### src/include/addr_map.svh
`ifndef ADDR_MAP_SVH
`define ADDR_MAP_SVH

// soc side sram
// window length is four bytes per word of SRAM_WORDS
`define SRAM_BASE 32'h8000_0000

// rtc cycle counter
// low half at +0, high half at +4
`define RTC_BASE 32'ha000_0048
`define RTC_SIZE 32'd8

`endif

### src/hdl/soc_pkg.sv
package soc_pkg;

	// axi response codes
	typedef enum logic [1:0] {
		OKAY   = 2'b00,
		EXOKAY = 2'b01,
		SLVERR = 2'b10,
		DECERR = 2'b11
	} axi_resp_e;

	// byte offsets of the rtc counter halves inside its window
	localparam logic [2:0] RTC_LO_OFS = 3'd0;
	localparam logic [2:0] RTC_HI_OFS = 3'd4;

	// master to slave on all five channels
	typedef struct packed {
		// write address
		logic [31:0] awaddr;
		logic        awvalid;
		// write data
		logic [31:0] wdata;
		logic [3:0]  wstrb;
		logic        wvalid;
		// write response
		logic        bready;
		// read address
		logic [31:0] araddr;
		logic        arvalid;
		// read data
		logic        rready;
	} axi_req_t;

	// slave to master
	typedef struct packed {
		// write address and data
		logic        awready;
		logic        wready;
		// write response
		axi_resp_e   bresp;
		logic        bvalid;
		// read address
		logic        arready;
		// read data
		logic [31:0] rdata;
		axi_resp_e   rresp;
		logic        rvalid;
	} axi_rsp_t;

endpackage

### src/hdl/rtc_timer.sv
`timescale 1ns/1ps

module rtc_timer (
	input  logic              clk,
	input  logic              rst,
	input  soc_pkg::axi_req_t req,
	output soc_pkg::axi_rsp_t rsp
);
	import soc_pkg::*;

	logic [63:0] count;
	logic [31:0] hi_latch;
	logic        arready_q;
	logic        rvalid_q;
	logic [31:0] rdata_q;
	logic        rd_fire;

	assign rd_fire = req.arvalid && arready_q;

	// free running cycle count
	always_ff @(posedge clk) begin
		if (rst)
			count <= '0;
		else
			count <= count + 64'd1;
	end

	always_ff @(posedge clk) begin
		if (rst) begin
			arready_q <= 1'b0;
			rvalid_q  <= 1'b0;
			hi_latch  <= '0;
		end else begin
			arready_q <= req.arvalid && !arready_q && !rvalid_q;
			if (rd_fire) begin
				rvalid_q <= 1'b1;
				// snapshot high half with the low read so both halves match
				if (req.araddr[2:0] == RTC_LO_OFS)
					hi_latch <= count[63:32];
			end else if (rvalid_q && req.rready) begin
				rvalid_q <= 1'b0;
			end
		end
	end

	always_ff @(posedge clk) begin
		if (rd_fire) begin
			case (req.araddr[2:0])
				RTC_LO_OFS: rdata_q <= count[31:0];
				RTC_HI_OFS: rdata_q <= hi_latch;
				// rest of the window mirrors the high half
				default: rdata_q <= hi_latch;
			endcase
		end
	end

	// write channels never answered
	assign rsp.awready = 1'b0;
	assign rsp.wready  = 1'b0;
	assign rsp.bresp   = OKAY;
	assign rsp.bvalid  = 1'b0;
	assign rsp.arready = arready_q;
	assign rsp.rdata   = rdata_q;
	assign rsp.rresp   = OKAY;
	assign rsp.rvalid  = rvalid_q;

endmodule

### config.mk
export PLATFORM = sky130hd
export DESIGN_NAME = rtc_timer
export DESIGN_NICKNAME = d
export VERILOG_FILES = /design/src/include/addr_map.svh /design/src/hdl/soc_pkg.sv /design/src/hdl/rtc_timer.sv
export SDC_FILE = /design/constraint.sdc
export NUM_CORES = 1
export LEC_CHECK = 0
export BUFFER_PORTS_ARGS = -buffer_cell sky130_fd_sc_hd__buf_2
export CAP_MARGIN = 0
export CELL_PAD_IN_SITES_DETAIL_PLACEMENT = 2
export CELL_PAD_IN_SITES_GLOBAL_PLACEMENT = 2
export CORE_MARGIN = 2
export CORE_UTILIZATION = 29
export DETAILED_ROUTE_END_ITERATION = 16
export GPL_TIMING_DRIVEN = 0
export PLACE_DENSITY = 0.75
export SLEW_MARGIN = 20
export SYNTH_ARGS = -nofsm -noshare
export SYNTH_HDL_FRONTEND = slang
export SYNTH_SLANG_ARGS = --single-unit
### constraint.sdc
create_clock -name clk -period 2 [get_ports clk]
set_clock_uncertainty 0.05 [all_clocks]
set_input_delay 0.1 -clock clk [delete_from_list [all_inputs] [get_ports clk]]
set_output_delay 0.1 -clock clk [all_outputs]
set_load 0.005 [all_outputs]
==> Yosys cells after proc, flatten, opt, wreduce, memory -nomap -nowiden <==
Cells that the tools add are included.
{ "word_totals": {"regBits": 130, "latchBits": 0, "ram_bits": 0, "romBits": 0, "mem_count": 0} }
{ "op_classes": {"add_sub_neg": 1, "multipliers": 0, "div": 0, "order_cmp": 0, "n_eq_ne": 0, "shifts": 0, "muxes": 3, "n_bitwise": 0, "n_reduce_logical": 9} }
{ "ops": {"columns": ["cell", "count"], "rows": [
  ["adder 64 x 1 -> 64 bit, second input constant", 1],
  ["two-way mux 32 bit", 1],
  ["logical AND 1 bit", 4],
  ["logical NOT 3 bit", 1],
  ["logical NOT 1 bit", 2],
  ["two-way mux 1 bit", 2],
  ["AND reduction 2 bit", 1],
  ["nonzero test 2 bit", 1]
]} }

==> Longest topological paths before layout <==
{ "depth": {"depth_word": 3, "depth_mapped": 7} }

==> Least setup slack after synthesis <==
Ideal clock, no wire load.
{ "synth_path": {"path_kind": "register -> register", "from": "register arready_q", "to": "register hi_latch[25]", "arrival_time_ns": 2.018, "t_required_ns": 1.880, "setup_slack_ns": -0.138, "path_stages_with_launch": 7, "path_buffers": 2, "period_less_slack_ns": 2.138, "path_cell_list": "dfxtp_1 -> and2_1 -> and2_0 -> clkbuf_1 -> clkbuf_1 -> nand2_1 -> a21oi_1"} }
{ "synth_between": {"elab_chain_cells": 2} }
{ "synth_lines": {"columns": ["element", "line", "rtl"], "rows": [
  ["start: declaration", "rtc_timer.sv:13", "logic arready_q;"],
  ["start signal: assignment", "rtc_timer.sv:34", "arready_q <= req.arvalid && !arready_q && !rvalid_q;"],
  ["logical AND 1 bit", "rtc_timer.sv:18", "assign rd_fire = req.arvalid && arready_q;"],
  ["via rd_fire", "rtc_timer.sv:16", "logic rd_fire;"],
  ["AND reduction 2 bit (no source line)", null, null],
  ["end signal: assignment", "rtc_timer.sv:39", "hi_latch <= count[63:32];"],
  ["end: declaration", "rtc_timer.sv:12", "logic [31:0] hi_latch;"]
]} }
The timed path passes the listed nets, and every way through them passes these cells.
A chain may end at the register's enable or synchronous reset.

==> Worst setup path in the final report <==
{ "layout_path": {"from": "register count[26]", "to": "register count[44]"} }
{ "layout_between": {"elab_chain_cells": 1} }
{ "layout_lines": {"columns": ["element", "line", "rtl"], "rows": [
  ["start: declaration", "rtc_timer.sv:11", "logic [63:0] count;"],
  ["start signal: assignment", "rtc_timer.sv:25", "count <= count + 64'd1;"],
  ["adder 64 x 1 -> 64 bit", "rtc_timer.sv:25", null]
]} }
No other way between the ends.

==> flow_summary.ini <==
[placement]
dpl.hpwl_mm = 12.8
preCtsSetupSlack_ns = -0.719
io_buffers = 40
gp_routability_congestion = 0.838
dp.cells = 897
dpl_cell_area_sq_um = 6200

[die]
die_x_um = 143
core-area_sq_um = 18900
io-pin-count = 148
die_h_um = 143
rows = 50
die-area_sq_um = 20600
initial_core_util_pct = 29.8

[clock_network]
cts.sinks = 130
clk_latency_ns = 0.44
tritoncts = yes
cts-root-buf = clkbuf_16
clkTransAtPathRegs_ns = 0.06
cts_buffers = 17
h-tree-depth = 4
clk_path_buf_depth = 2

[status]
run_status = finished, violations left
violations = setup timing

[route]
drt_first_pass_iters = 5
antenna_left = 0
postRouteWirelength_mm = 22.0
drc = 0
vias = 5165
wire_per_inst_um = 22.6
drtIter0Drc = 330
vias_per_cell = 5.29

[final_layout]
multiInputGateArea_sq_um = 2950
fin_nets = 812
final_area_sq_um = 7730
stdcell_count = 977
drive_gt1_share_pct = 38.1
area.growth.synth_to_final_pct = 37.2
diodes = 0
seqCellArea_sq_um = 3010
fillers = 2018

[sta]
period_share_pct = 111
fmax_mhz = 448
rsz0062_at_grt = yes
worstMarginPinSlew_ns = 0.814
hold_ws_ns = 0.155
period_needed_ns = 2.23
slew_viol_final = 0
slew_headroom_pct = 45.8
worst_slack_ns = -0.230
setup_viol = 24
hold_viol_final = 0

[synthesis]
synth_ff_type = dfxtp_1
post-synth-top-area-fraction_pct = 34.8
synthTopCellsByArea = dfxtp_1 35%, edfxtp_1 17%, mux2_2 6.6%
postSynthAreaPerCell_sq_um = 9.54
synthCells = 591
synth_common_cells = 98 x dfxtp_1, 87 x nand2_1, 60 x a21oi_1, 46 x nor2_1, 33 x mux2_2
ys_seq_area_share_pct = 51.8
ys_seq_elements = 130
synth_cell_types = 38
yosysMostFrequentCell = dfxtp_1
synthesis.area_sq_um = 5640
synth_edf_count = 32
synth.largest_area_cell = dfxtp_1
async_flop_share_pct = 0
synth_warnings = 0

[grt]
antenna_found_initial = 0
grt_pass1_vias = 5566
grt_pass1_wl_mm = 32.5
groute.usage.overall_pct = 21.0
grt_start_max_net_pins = 18
overflow = 0

[worst_hold_path]
holdCritPathClass = input port to flip-flop
whs_path_depth = 3

[pwr]
power.leakage_nw = 2.80
p_per_area_nw_per_um2 = 799
ir_drop_v = 0.000419

[critical_path]
crit_fanout = 6
endpoint_kind = flip-flop
reg2reg_slack_ns = -0.23
r2r_cells = 7
required_ns = 2.31
crit_arrival_ns = 2.54
startpoint_type = flip-flop
critPathKind = flip-flop to flip-flop

[job]
cap_viol_max_count = 0
==> cell type report <==
cell class / count / share of cell area [%]
clock inverter: 9 / 1.65
sequential: 130 / 38.9
timing repair buffer: 87 / 7.59
tap: 260 / 4.21
clock buffer: 23 / 6.32
buffer: 35 / 2.64
inverter: 11 / 0.534
multi-input combinational: 422 / 38.2
==> stage by stage <==
step,power (mW),setup TNS (ns),util [%]
after CTS,6.19,-1.05,38.8
after floorplan,2.85,0,-
final,6.18,-2.37,40.9
after global placement,2.91,-41.90,32.8
after detailed placement,2.92,-35.77,32.8
after global routing,6.35,-4.24,40.9
==> sequential cells by signal, indices dropped and copies added, names as in the netlist <==
signal	flops
count	64
hi_latch	32
rdata_q	32
arready_q	1
rvalid_q	1
==> cell usage in the layout (no fill, tap or decap), drive strengths merged <==
master	count
o31ai	8
nand3	19
nor4b	1
and2	5
buf	99
or4	12
edfxtp	32
nor4	11
nand4	34
mux2	33
conb	7
clkinv	4
or2	1
o21ai	19
a31o	1
bufinv	3
ha	1
a21oi	60
or3	21
nand4b	1
and4	6
dfxtp	98
clkbuf	43
clkinvlp	2
xnor2	14
dlygate4sd3	3
nand2	87
nor2	46
nor2b	4
nand2b	1
xor2	18
and3	5
nor3	7
inv	11
==> cells by family (layout without fill, tap and decap cells) <==
family          after synthesis  count (layout)  synth area share [%]
mux                          33              33                  6.59
compound gates               88              88                  8.23
xor+xnor                     32              32                  4.97
simple gates                259             261                  24.3
fa+ha+maj                     1               1                 0.222
buf+inv                      47             165                  3.82
flops                       130             130                  51.8
other cells                   1               7                0.0665
==> routing by layer <==
| metal | track usage, % | part of all wire [%] |
|---|---|---|
| met3 | 5.16 | 3.7 |
| met1 | 24.5 | 42 |
| met5 | 0 | 0 |
| met2 | 37.1 | 51 |
| met4 | 8.10 | 3.4 |
==> worst max-delay path, cell delays in order, from the launching register on <==
cell	delay, ns
dfxtp_1	0.44
nand3_1	0.25
nor4_4	0.39
buf_4	0.20
buf_4	0.12
nand3_4	0.10
or4_4	0.45
a21oi_2	0.16
==> what timing repair did <==
item	CTS	global route
endpoints found under the setup margin	80	37
gates cloned	4	0
setup buffers	25	18
pin swaps	37	27
gates resized for setup	83	77
endpoints found under the hold margin	3	0
hold buffers	3	0
==> power breakdown <==
part | internal [mW] | switching [mW] | total (mW)
logic | 0.0578 | 0.108 | 0.166
registers | 2.69 | 0.0193 | 2.71
clock network | 2.09 | 1.22 | 3.31
==> final timing paths <==
path / start / endpoint
setup / recovery: count[26] / count[44]
setup reg to reg: count[26] / count[44]
hold / removal: req[4] / rdata_q[31]
hold reg to reg: hi_latch[29] / hi_latch[29]
No activity file was read; power rests on OpenSTA's default activity.
