### src/include/addr_map.svh
`ifndef ADDR_MAP_SVH
`define ADDR_MAP_SVH

// soc side sram
// window length is four bytes per word of SRAM_WORDS
`define SRAM_BASE 32'h8000_0000

// rtc cycle counter
// low half at +0, high half at +4
`define RTC_BASE 32'ha000_0048
`define RTC_SIZE 32'd8

`endif

### src/hdl/soc_pkg.sv
package soc_pkg;

	// axi response codes
	typedef enum logic [1:0] {
		OKAY   = 2'b00,
		EXOKAY = 2'b01,
		SLVERR = 2'b10,
		DECERR = 2'b11
	} axi_resp_e;

	// byte offsets of the rtc counter halves inside its window
	localparam logic [2:0] RTC_LO_OFS = 3'd0;
	localparam logic [2:0] RTC_HI_OFS = 3'd4;

	// master to slave on all five channels
	typedef struct packed {
		// write address
		logic [31:0] awaddr;
		logic        awvalid;
		// write data
		logic [31:0] wdata;
		logic [3:0]  wstrb;
		logic        wvalid;
		// write response
		logic        bready;
		// read address
		logic [31:0] araddr;
		logic        arvalid;
		// read data
		logic        rready;
	} axi_req_t;

	// slave to master
	typedef struct packed {
		// write address and data
		logic        awready;
		logic        wready;
		// write response
		axi_resp_e   bresp;
		logic        bvalid;
		// read address
		logic        arready;
		// read data
		logic [31:0] rdata;
		axi_resp_e   rresp;
		logic        rvalid;
	} axi_rsp_t;

endpackage

### src/hdl/axi_xbar.sv
`timescale 1ns/1ps
`include "addr_map.svh"

module axi_xbar #(
	parameter int SRAM_WORDS = 256
) (
	input  logic              clk,
	input  logic              rst,
	input  soc_pkg::axi_req_t m_req,
	output soc_pkg::axi_rsp_t m_rsp,
	output soc_pkg::axi_req_t sram_req,
	input  soc_pkg::axi_rsp_t sram_rsp,
	output soc_pkg::axi_req_t rtc_req,
	input  soc_pkg::axi_rsp_t rtc_rsp
);
	import soc_pkg::*;

	typedef enum logic [2:0] {
		IDLE,
		RD_SRAM,
		RD_RTC,
		RD_ERR,
		WR_SRAM,
		WR_ERR
	} state_e;

	// first byte past the sram window
	localparam logic [31:0] SRAM_LIMIT = `SRAM_BASE + 32'(SRAM_WORDS * 4);

	state_e    state;
	axi_resp_e err_code;
	// low while the error responder accepts, high while it answers
	logic      err_phase;

	function automatic logic in_sram(input logic [31:0] addr);
		return (addr >= `SRAM_BASE) && (addr < SRAM_LIMIT);
	endfunction

	function automatic logic in_rtc(input logic [31:0] addr);
		return (addr >= `RTC_BASE) && (addr < `RTC_BASE + `RTC_SIZE);
	endfunction

	always_ff @(posedge clk) begin
		if (rst) begin
			state     <= IDLE;
			err_code  <= OKAY;
			err_phase <= 1'b0;
		end else begin
			case (state)
				IDLE: begin
					err_phase <= 1'b0;
					// reads win over writes
					if (m_req.arvalid) begin
						if (in_sram(m_req.araddr)) begin
							state <= RD_SRAM;
						end else if (in_rtc(m_req.araddr)) begin
							state <= RD_RTC;
						end else begin
							state    <= RD_ERR;
							err_code <= DECERR;
						end
					end else if (m_req.awvalid && m_req.wvalid) begin
						if (in_sram(m_req.awaddr)) begin
							state <= WR_SRAM;
						end else if (in_rtc(m_req.awaddr)) begin
							// rtc is read only
							state    <= WR_ERR;
							err_code <= SLVERR;
						end else begin
							state    <= WR_ERR;
							err_code <= DECERR;
						end
					end
				end
				RD_SRAM: begin
					if (m_req.rready && sram_rsp.rvalid)
						state <= IDLE;
				end
				RD_RTC: begin
					if (m_req.rready && rtc_rsp.rvalid)
						state <= IDLE;
				end
				WR_SRAM: begin
					if (m_req.bready && sram_rsp.bvalid)
						state <= IDLE;
				end
				RD_ERR: begin
					if (!err_phase)
						err_phase <= 1'b1;
					else if (m_req.rready)
						state <= IDLE;
				end
				WR_ERR: begin
					if (!err_phase)
						err_phase <= 1'b1;
					else if (m_req.bready)
						state <= IDLE;
				end
				default: state <= IDLE;
			endcase
		end
	end

	// unrouted channels stay at zero
	always_comb begin
		m_rsp    = '0;
		sram_req = '0;
		rtc_req  = '0;
		case (state)
			RD_SRAM: begin
				sram_req.araddr  = m_req.araddr;
				sram_req.arvalid = m_req.arvalid;
				sram_req.rready  = m_req.rready;
				m_rsp.arready    = sram_rsp.arready;
				m_rsp.rdata      = sram_rsp.rdata;
				m_rsp.rresp      = sram_rsp.rresp;
				m_rsp.rvalid     = sram_rsp.rvalid;
			end
			RD_RTC: begin
				rtc_req.araddr  = m_req.araddr;
				rtc_req.arvalid = m_req.arvalid;
				rtc_req.rready  = m_req.rready;
				m_rsp.arready   = rtc_rsp.arready;
				m_rsp.rdata     = rtc_rsp.rdata;
				m_rsp.rresp     = rtc_rsp.rresp;
				m_rsp.rvalid    = rtc_rsp.rvalid;
			end
			WR_SRAM: begin
				sram_req.awaddr  = m_req.awaddr;
				sram_req.awvalid = m_req.awvalid;
				sram_req.wdata   = m_req.wdata;
				sram_req.wstrb   = m_req.wstrb;
				sram_req.wvalid  = m_req.wvalid;
				sram_req.bready  = m_req.bready;
				m_rsp.awready    = sram_rsp.awready;
				m_rsp.wready     = sram_rsp.wready;
				m_rsp.bresp      = sram_rsp.bresp;
				m_rsp.bvalid     = sram_rsp.bvalid;
			end
			RD_ERR: begin
				// rdata stays zero
				m_rsp.arready = !err_phase;
				m_rsp.rvalid  = err_phase;
				m_rsp.rresp   = err_phase ? err_code : OKAY;
			end
			WR_ERR: begin
				m_rsp.awready = !err_phase;
				m_rsp.wready  = !err_phase;
				m_rsp.bvalid  = err_phase;
				m_rsp.bresp   = err_phase ? err_code : OKAY;
			end
			default: begin
				m_rsp = '0;
			end
		endcase
	end

endmodule

### config.mk
export PLATFORM = sky130hd
export DESIGN_NAME = axi_xbar
export DESIGN_NICKNAME = d
export VERILOG_FILES = /design/src/hdl/soc_pkg.sv /design/src/hdl/axi_xbar.sv
export VERILOG_INCLUDE_DIRS = /design/src /design/src/include
export SDC_FILE = /design/constraint.sdc
export NUM_CORES = 1
export LEC_CHECK = 0
export ABC_AREA = 1
export BUFFER_PORTS_ARGS = -buffer_cell sky130_fd_sc_hd__buf_4
export CAP_MARGIN = 10
export CELL_PAD_IN_SITES_DETAIL_PLACEMENT = 1
export CELL_PAD_IN_SITES_GLOBAL_PLACEMENT = 1
export CORE_AREA = 3 3 169 171
export CTS_CLUSTER_DIAMETER = 100
export DETAILED_ROUTE_END_ITERATION = 7
export DIE_AREA = 0 0 172 174
export PLACE_DENSITY_LB_ADDON = 0.1
export SLEW_MARGIN = 25
export SYNTH_ARGS = -nofsm -noshare
export SYNTH_HDL_FRONTEND = slang
export SYNTH_SLANG_ARGS = --single-unit
### constraint.sdc
create_clock -name clk -period 3.73 [get_ports clk]
set_input_delay 0.373 -clock clk [delete_from_list [all_inputs] [get_ports clk]]
set_output_delay 0.373 -clock clk [all_outputs]
set_load 0.01 [all_outputs]
Word level (Yosys, flattened, before mapping)
Index checks and enable logic that the tools add are counted.
{ "op_classes": {"eq_ne": 16, "magnitude_cmp": 8, "mux": 28, "reduce_logical": 15} }
{ "ops": {"columns": ["cell", "n"], "rows": [
  ["greater-or-equal comparator 32 bit (second input constant)", 4],
  ["< comparator 32 bit (second input constant)", 4],
  ["two-way mux 71 bit", 1],
  ["two-way mux 34 bit", 2],
  ["case mux 32 bit (2 select lines)", 1],
  ["two-way mux 3 bit", 9],
  ["!= test 2 bit (second input constant)", 10],
  ["case mux 3 bit (6 select lines)", 1],
  ["two-way mux 2 bit", 7],
  ["case mux 5 bit (2 select lines)", 1],
  ["case mux 3 bit (3 select lines)", 1],
  ["logical AND 1 bit", 8],
  ["AND reduction 8 bit", 1],
  ["equality test 3 x 2 -> 1 bit (second input constant)", 2],
  ["equality test 3 bit (second input constant)", 2],
  ["AND reduction 5 bit", 1],
  ["nonzero test 2 bit", 2],
  ["equality test 3 x 1 -> 1 bit (second input constant)", 1],
  ["zero test 3 bit", 1],
  ["two-way mux 1 bit", 3],
  ["!= test 3 bit (second input constant)", 1],
  ["case mux 1 bit (3 select lines)", 1],
  ["case mux 1 bit (2 select lines)", 1],
  ["OR reduction 2 bit", 1],
  ["zero test 1 bit", 1]
]} }
{ "totals": {"elab_cells": 70, "register_bits": 6, "input_bits": 189, "output_inout_bits": 251} }

Logic depth before layout (Yosys ltp)
Gate-level depths: netlist (run 1).
{ "logic_depth": {"word_depth": 6, "ltp_mapped": 11, "depth_no_buf": 11} }

Worst setup path after synthesis (run 1)
Ideal clock, no wire load.
{ "synth_timing": {"path_type": "register to output", "startpoint": "register state[2]", "endpoint": "output sram_req[100] in the netlist's numbering", "setup_slack_ps": 2121, "t_required_ps": 3357, "path_buffers": 1, "arrival_time_ps": 1236, "stages_incl_launch_ff": 6, "cell_sequence": "dfxtp_1 -> inv_2 -> nor3_2 -> inv_2 -> clkbuf_1 -> nor2_1"} }
{ "synth_rtl": {"columns": ["item", "line", "source"], "rows": [
  ["from (decl)", "axi_xbar.sv:30", "state_e state;"],
  ["from (signal assigned)", "axi_xbar.sv:45", "state <= IDLE;"],
  ["from (signal assigned)", "axi_xbar.sv:55", "state <= RD_SRAM;"],
  ["from (signal assigned)", "axi_xbar.sv:57", "state <= RD_RTC;"],
  ["to (decl)", "axi_xbar.sv:11", "output soc_pkg::axi_req_t sram_req,"]
]} }

==> results of run 1 <==
==> cells by family (layout without fill, tap and decap cells) <==
group | count (synthesis) | after routing
AO/OA/AOI/OAI | 52 | 52
buffers and inverters | 246 | 521
flip-flops | 6 | 6
other | 1 | 71
AND/OR/NAND/NOR | 262 | 262
==> per-layer routing <==
layer	GRT usage	up-vias	part of all wire
met5	0	-	0.00039
met4	0.008649	2	0.0044
met3	0.03935	9	0.12
met2	0.2161	255	0.53
met1	0.1057	1963	0.35
li1	-	2211	-
==> worst paths after layout <==
path                     from           to  slack, ns
setup / recovery     state[1]  rtc_req[21]       1.14
hold / removal            rst     state[2]       0.37
setup reg to reg     state[1]     state[0]       1.46
hold reg to reg   err_code[1]  err_code[1]       0.51
==> registers in the layout (all words and copies together) (netlist names) <==
name       count
state          3
err_code       2
err_phase      1
==> worst reg2reg max path, stage by stage, from the launching register on <==
cell	delay (ns)
dfxtp_1	0.45
inv_2	0.13
nor2_2	0.40
buf_4	0.31
nand2_4	0.28
o21ai_1	0.25
nor2_1	0.07
nand2_1	0.11
nand2_1	0.06
a21oi_1	0.14
==> report_power, final <==
part / switching [W] / internal (W) / leakage (nW)
sequential: 0.0000159 / 0.0000730 / 0.0495
clock: 0.0000357 / 0.000138 / 0.0370
combinational: 0.000457 / 0.000388 / 3.46
==> area by class of cell <==
cell class,instances,area (um^2),area share
repair buffers,368,2775,0.4949
multi-input cells,385,1648,0.2938
inverters,150,563.0,0.1004
well taps,341,426.7,0.07608
flip-flops and latches,6,120.1,0.02142
clock buffers,3,75.07,0.01339
==> through the flow <==
step           total power (W)  hold WS [ns]
4_1_cts               0.001138        0.3701
6_report              0.001107        0.3664
3_5_place_dp         0.0009590        0.5089
5_1_grt               0.001207        0.3725
3_3_place_gp         0.0009674        0.5181
2_1_floorplan        0.0005065        0.4405
==> layout by cell type, fill, tap and decap left out <==
master / netlist / final
nor3_1: 5 / 5
inv_1: 145 / 145
buf_4: 72 / 367
clkbuf_16: 0 / 3
a32o_1: 2 / 2
dfxtp_1: 6 / 6
nand3_2: 0 / 1
nand3_1: 50 / 49
nand4_1: 6 / 6
nand2_4: 1 / 1
o21ai_0: 36 / 36
o22ai_1: 1 / 1
o21ai_1: 2 / 2
and2_1: 1 / 1
conb_1: 1 / 71
buf_12: 0 / 1
nor3_2: 2 / 2
o311ai_0: 1 / 1
a21oi_1: 9 / 9
inv_2: 5 / 5
nor2_2: 3 / 3
o221ai_1: 1 / 1
nor2_1: 162 / 162
nand2_1: 32 / 32
==> reports/qor.csv, run 1 <==
stage,metric,value,unit
clocking,CTS root buffer,clkbuf_16,
critical_path,"Slowest-stage cell, CP",dfxtp_1,
critical_path,"most used cell, CP",buf_4,
global_routing,first-pass GRT wire length,25.14,mm
flow_run,max_cap viols,0,
power,Power Density,197.4,nW/um^2
placed_design,placed insts,1250,
sta,Worst Clk Skew,0.0006510,ns
critical_path,required time worst endpoint,3.36,ns
critical_path,Worst path depth,6,
placed_design,Placed Instance Area,5533,um^2
synth,Yosys top cell by area,nor2_1,
synth,Post-synth EDFFs,0,
sta,relative slew slack,0.5495,
drt,DR pass1 iterations,4,
sta,crit share post-route,0.6939,
power,Max VDD drop,0.1194,mV
critical_path,Slowest Stage Delay on Critical Path,0.45,ns
synth,XOR/XNOR Fraction of Synth Area,0,
critical_path,CP max FO,35,
cells_and_area,fill count,3552,
sta,slew at the pin with the worst max-slew slack,0.6747,ns
clocking,CTS buffer count,3,
synth,Synth area leaders,"nor2_1 (23%), inv_1 (20%), buf_4 (20%), nand3_1 (9.3%), o21ai_0 (6.7%)",
placed_design,Place WS,1.331,ns
drt,Initial DRC Count,97,
cells_and_area,final core occ,0.2075,
global_routing,gr ovfl total,0,
synth,"top cells by count, synth","nor2_1 (162), inv_1 (145), buf_4 (72)",
critical_path,Top delay family on crit path,simple AND/OR/NAND/NOR gates,
floorplan,DIE AREA,29930,um^2
synth,Most used DFF post-synth,dfxtp_1,
synth,largest family of logic cells by synthesized area,buffers and inverters,
clocking,Sink Count,6,
synth,Synth top area share,0.2250,
critical_path,Worst R2R Path Depth,9,
synth,Post-Synth Simple-Gate Area,0.4060,
synth,cell count after synthesis,567,
drt,Post-Route WL,18.12,mm
critical_path,worst path cell trace,"inv_2, nor2_2, buf_4, nand2_4, nor2_1, buf_4",
cells_and_area,final net count,1103,
sta,final hold violation count,0,
cells_and_area,"Area growth, synth to finish",107.5,%
cells_and_area,"Cell Count, Final, Fillers Out",1253,
floorplan,Initial Util,0.1000,
sta,RSZ-0062 raised after global routing,false,
clocking,htree depth,1,
global_routing,largest net degree at the start of global routing,51,
floorplan,Die Ht,174,um
drt,antenna-violating nets left,0,
critical_path,"Buf+Inv Stages, Crit Path",3,
drt,vias per cell,3.543,
synth,register area share after synthesis,0.04444,
synth,cell area after synthesis,2703,um^2
floorplan,core footprint,27030,um^2
sta,Tmin final,2.588,ns
sta,final setup fails,0,
synth,syn_area_per_cell,4.766,um^2
clocking,Post-CTS Setup Inserts,0,
floorplan,num rows,60,
global_routing,GRT Overall Usage,0.1069,
clocking,clk_lat worst skew,0.23,ns
sta,Slew Limit Fails,0,
critical_path,Worst Setup End Kind,output port,
clocking,clock tree buffer depth,2,
power,Pleak,3.546,nW
critical_path,crit start category,flop,
cells_and_area,fraction of layout cells with a size suffix above 1,0.4200,
floorplan,die width,172,um
clocking,clock transition at the registers of the reported paths,0.03,ns
synth,ys async rst share,0,
sta,Setup TNS,0,ns
critical_path,CP Class,flop to output port,
drt,WL per Instance,14.46,um
synth,Synth Warn #,0,
hold_path,Worst Hold Depth,2,
synth,most frequent cell after synthesis,nor2_1,
placed_design,dpl hpwl,15.88,mm
sta,fmax,386.3,MHz
drt,vias post-DR,4440,
clocking,CTS tree,yes,
clocking,Resized cells post-CTS,0,
global_routing,antenna violations before repair,1,
cells_and_area,final non-filler cell area,5608,um^2
synth,post-synthesis compound-gate area fraction,0.1032,
sta,Worst Slack Setup Final,1.142,ns
outcome,status,"finished, final reports clean",
placed_design,IO Port Bufs,363,
hold_path,Hold WC Path Type,primary input to flop,
synth,#FFs+latches synth,6,
placed_design,GP Congestion,0.7175,
synth,Adder-Cell Fraction of Synth Area,0,
cells_and_area,# diodes,0,
floorplan,io pins,440,
synth,Netlist cell types,23,
global_routing,vias in the first global route,4524,
synth,mux share of post-synthesis cell area,0,
clocking,hold_buf cts,0,
critical_path,CP arrival,2.22,ns
drt,DRC,0,
(Power assumes the default switching activity.)
==> inputs of run 2 (changes only) <==
--- a/config.mk
+++ b/config.mk
@@ -11,10 +11,10 @@
 export CAP_MARGIN = 10
 export CELL_PAD_IN_SITES_DETAIL_PLACEMENT = 1
 export CELL_PAD_IN_SITES_GLOBAL_PLACEMENT = 1
-export CORE_AREA = 3 3 169 171
+export CORE_AREA = 3 3 170 172
 export CTS_CLUSTER_DIAMETER = 100
 export DETAILED_ROUTE_END_ITERATION = 7
-export DIE_AREA = 0 0 172 174
+export DIE_AREA = 0 0 173 175
 export PLACE_DENSITY_LB_ADDON = 0.1
 export SLEW_MARGIN = 25
 export SYNTH_ARGS = -nofsm -noshare
==> constraint.sdc (replaced) <==
create_clock -name clk -period 2.5 [get_ports clk]
set_input_delay 0.25 -clock clk [delete_from_list [all_inputs] [get_ports clk]]
set_output_delay 0.25 -clock clk [all_outputs]
set_load 0.01 [all_outputs]
==> run 2 against run 1 <==
- largest power group unchanged
- clock skew rose by 0.0018 ns
- combinational power rose by 53%
- die area rose by 1.2%
- core utilization fell by 0.068 points
- routed wire length fell by 0.81%
- non-clock buffer count rose by 8
- critical path depth fell by 2
- clock-buffer cell count did not move
==> reports/qor.csv, run 2 (synthesized netlist as in run 1, its figures left out) <==
stage,metric,value,unit
sta,final hold violation count,0,
sta,crit share post-route,0.8664,
clocking,hold_buf cts,0,
critical_path,Worst Setup End Kind,output port,
clocking,CTS tree,yes,
cells_and_area,fraction of layout cells with a size suffix above 1,0.4250,
floorplan,die width,173,um
global_routing,gr ovfl total,0,
sta,final setup fails,0,
drt,WL per Instance,13.85,um
placed_design,Place WS,0.4759,ns
clocking,clk_lat worst skew,0.22,ns
sta,Setup TNS,0,ns
critical_path,required time worst endpoint,2.25,ns
placed_design,GP Congestion,0.7309,
floorplan,DIE AREA,30280,um^2
floorplan,num rows,61,
cells_and_area,most frequent cells in the layout,"buf_4 (375), nor2_1 (162), inv_1 (145)",
cells_and_area,final net count,1111,
drt,antenna-violating nets left,0,
hold_path,Hold WC Path Type,primary input to flop,
drt,vias per cell,3.388,
flow_run,max_cap viols,0,
clocking,Sink Count,6,
cells_and_area,max reg flops,3,
global_routing,vias in the first global route,4537,
power,Max VDD drop,0.1534,mV
power,Sequential Power Share,0.078,
power,Pleak,3.582,nW
floorplan,core footprint,27630,um^2
power,Switching Share,0.4557,
clocking,Resized cells post-CTS,0,
critical_path,CP Class,flop to output port,
drt,Initial DRC Count,113,
clocking,Post-CTS Setup Inserts,0,
cells_and_area,"most common cell after layout, fill and taps aside",buf_4,
power,internal power,0.0009108,W
global_routing,antenna violations before repair,0,
power,Power Density,292.8,nW/um^2
cells_and_area,register with the most flip-flops,state,
sta,Tmin final,2.166,ns
floorplan,io pins,440,
clocking,clock transition at the registers of the reported paths,0.03,ns
outcome,status,"finished, final reports clean",
floorplan,Initial Util,0.09782,
cells_and_area,# diodes,0,
cells_and_area,"Cell Count, Final, Fillers Out",1298,
sta,Worst Clk Skew,0.002410,ns
floorplan,Die Ht,175,um
clocking,clock tree buffer depth,2,
power,clock network fraction of design power,0.152,
sta,Slew Limit Fails,0,
drt,DRC,0,
global_routing,largest net degree at the start of global routing,37,
cells_and_area,"Area growth, synth to finish",111.4,%
power,Comb pwr share,0.770,
drt,vias post-DR,4397,
power,Tot Pwr,0.001673,W
global_routing,first-pass GRT wire length,26.36,mm
placed_design,IO Port Bufs,363,
sta,Worst Slack Setup Final,0.3339,ns
placed_design,placed insts,1295,
critical_path,CP max FO,30,
global_routing,GRT Overall Usage,0.1093,
sta,RSZ-0062 raised after global routing,false,
placed_design,dpl hpwl,15.87,mm
drt,Post-Route WL,17.98,mm
sta,WHS,0.2503,ns
clocking,CTS root buffer,clkbuf_16,
critical_path,CP arrival,1.92,ns
cells_and_area,biggest regs,"state (3), err_code (2), err_phase (1)",
power,NetSw,0.0007624,W
sta,fmax,461.7,MHz
critical_path,crit start category,flop,
drt,DR pass1 iterations,4,
clocking,CTS buffer count,3,
clocking,htree depth,1,
## run 2: path summary, 6_finish.rpt
check,endpoint,cells after the start,slack [ns],startpoint
setup / recovery,m_rsp[6],4,0.33,state[0]
hold / removal,state[2],2,0.25,rst
setup reg to reg,state[0],6,0.76,state[0]
hold reg to reg,err_code[0],2,0.54,err_code[0]
## run 2: area by class of cell
class,count,area [um^2]
clock buffer,3,75.07
sequential,6,120.1
tap,378,473.0
inverter,150,563.0
multi-input combinational,385,1648
fill,3601,21910
timing repair buffer,376,2835
## run 2: power by group through the flow
stage	combinational, W	clock, W	sequential (W)
after floorplan	0.000636	0	0.000120
after global placement	0.00133	0	0.000132
after detailed placement	0.00132	0	0.000133
after CTS	0.00133	0.000259	0.000131
after global routing	0.00143	0.000265	0.000133
final	0.00129	0.000254	0.000130
## run 2: metrics by stage
step / util / cell area [um^2]
finish: 0.2068 / 5714
detailed placement: 0.2041 / 5639
CTS: 0.2068 / 5714
global placement: 0.2041 / 5639
global route: 0.2068 / 5714
floorplan: - / 2965
## run 2: routing by layer
layer	global-route usage	wire length [um]
met5	0	0
met4	0.005068	18
met3	0.03629	1671
met2	0.2156	9512
met1	0.1182	6774
## run 2: critical path: stages (launching register included)
cell	delay [ns]
dfxtp_1	0.56
nand3_2	0.39
buf_4	0.38
o21ai_0	0.19
buf_4	0.15
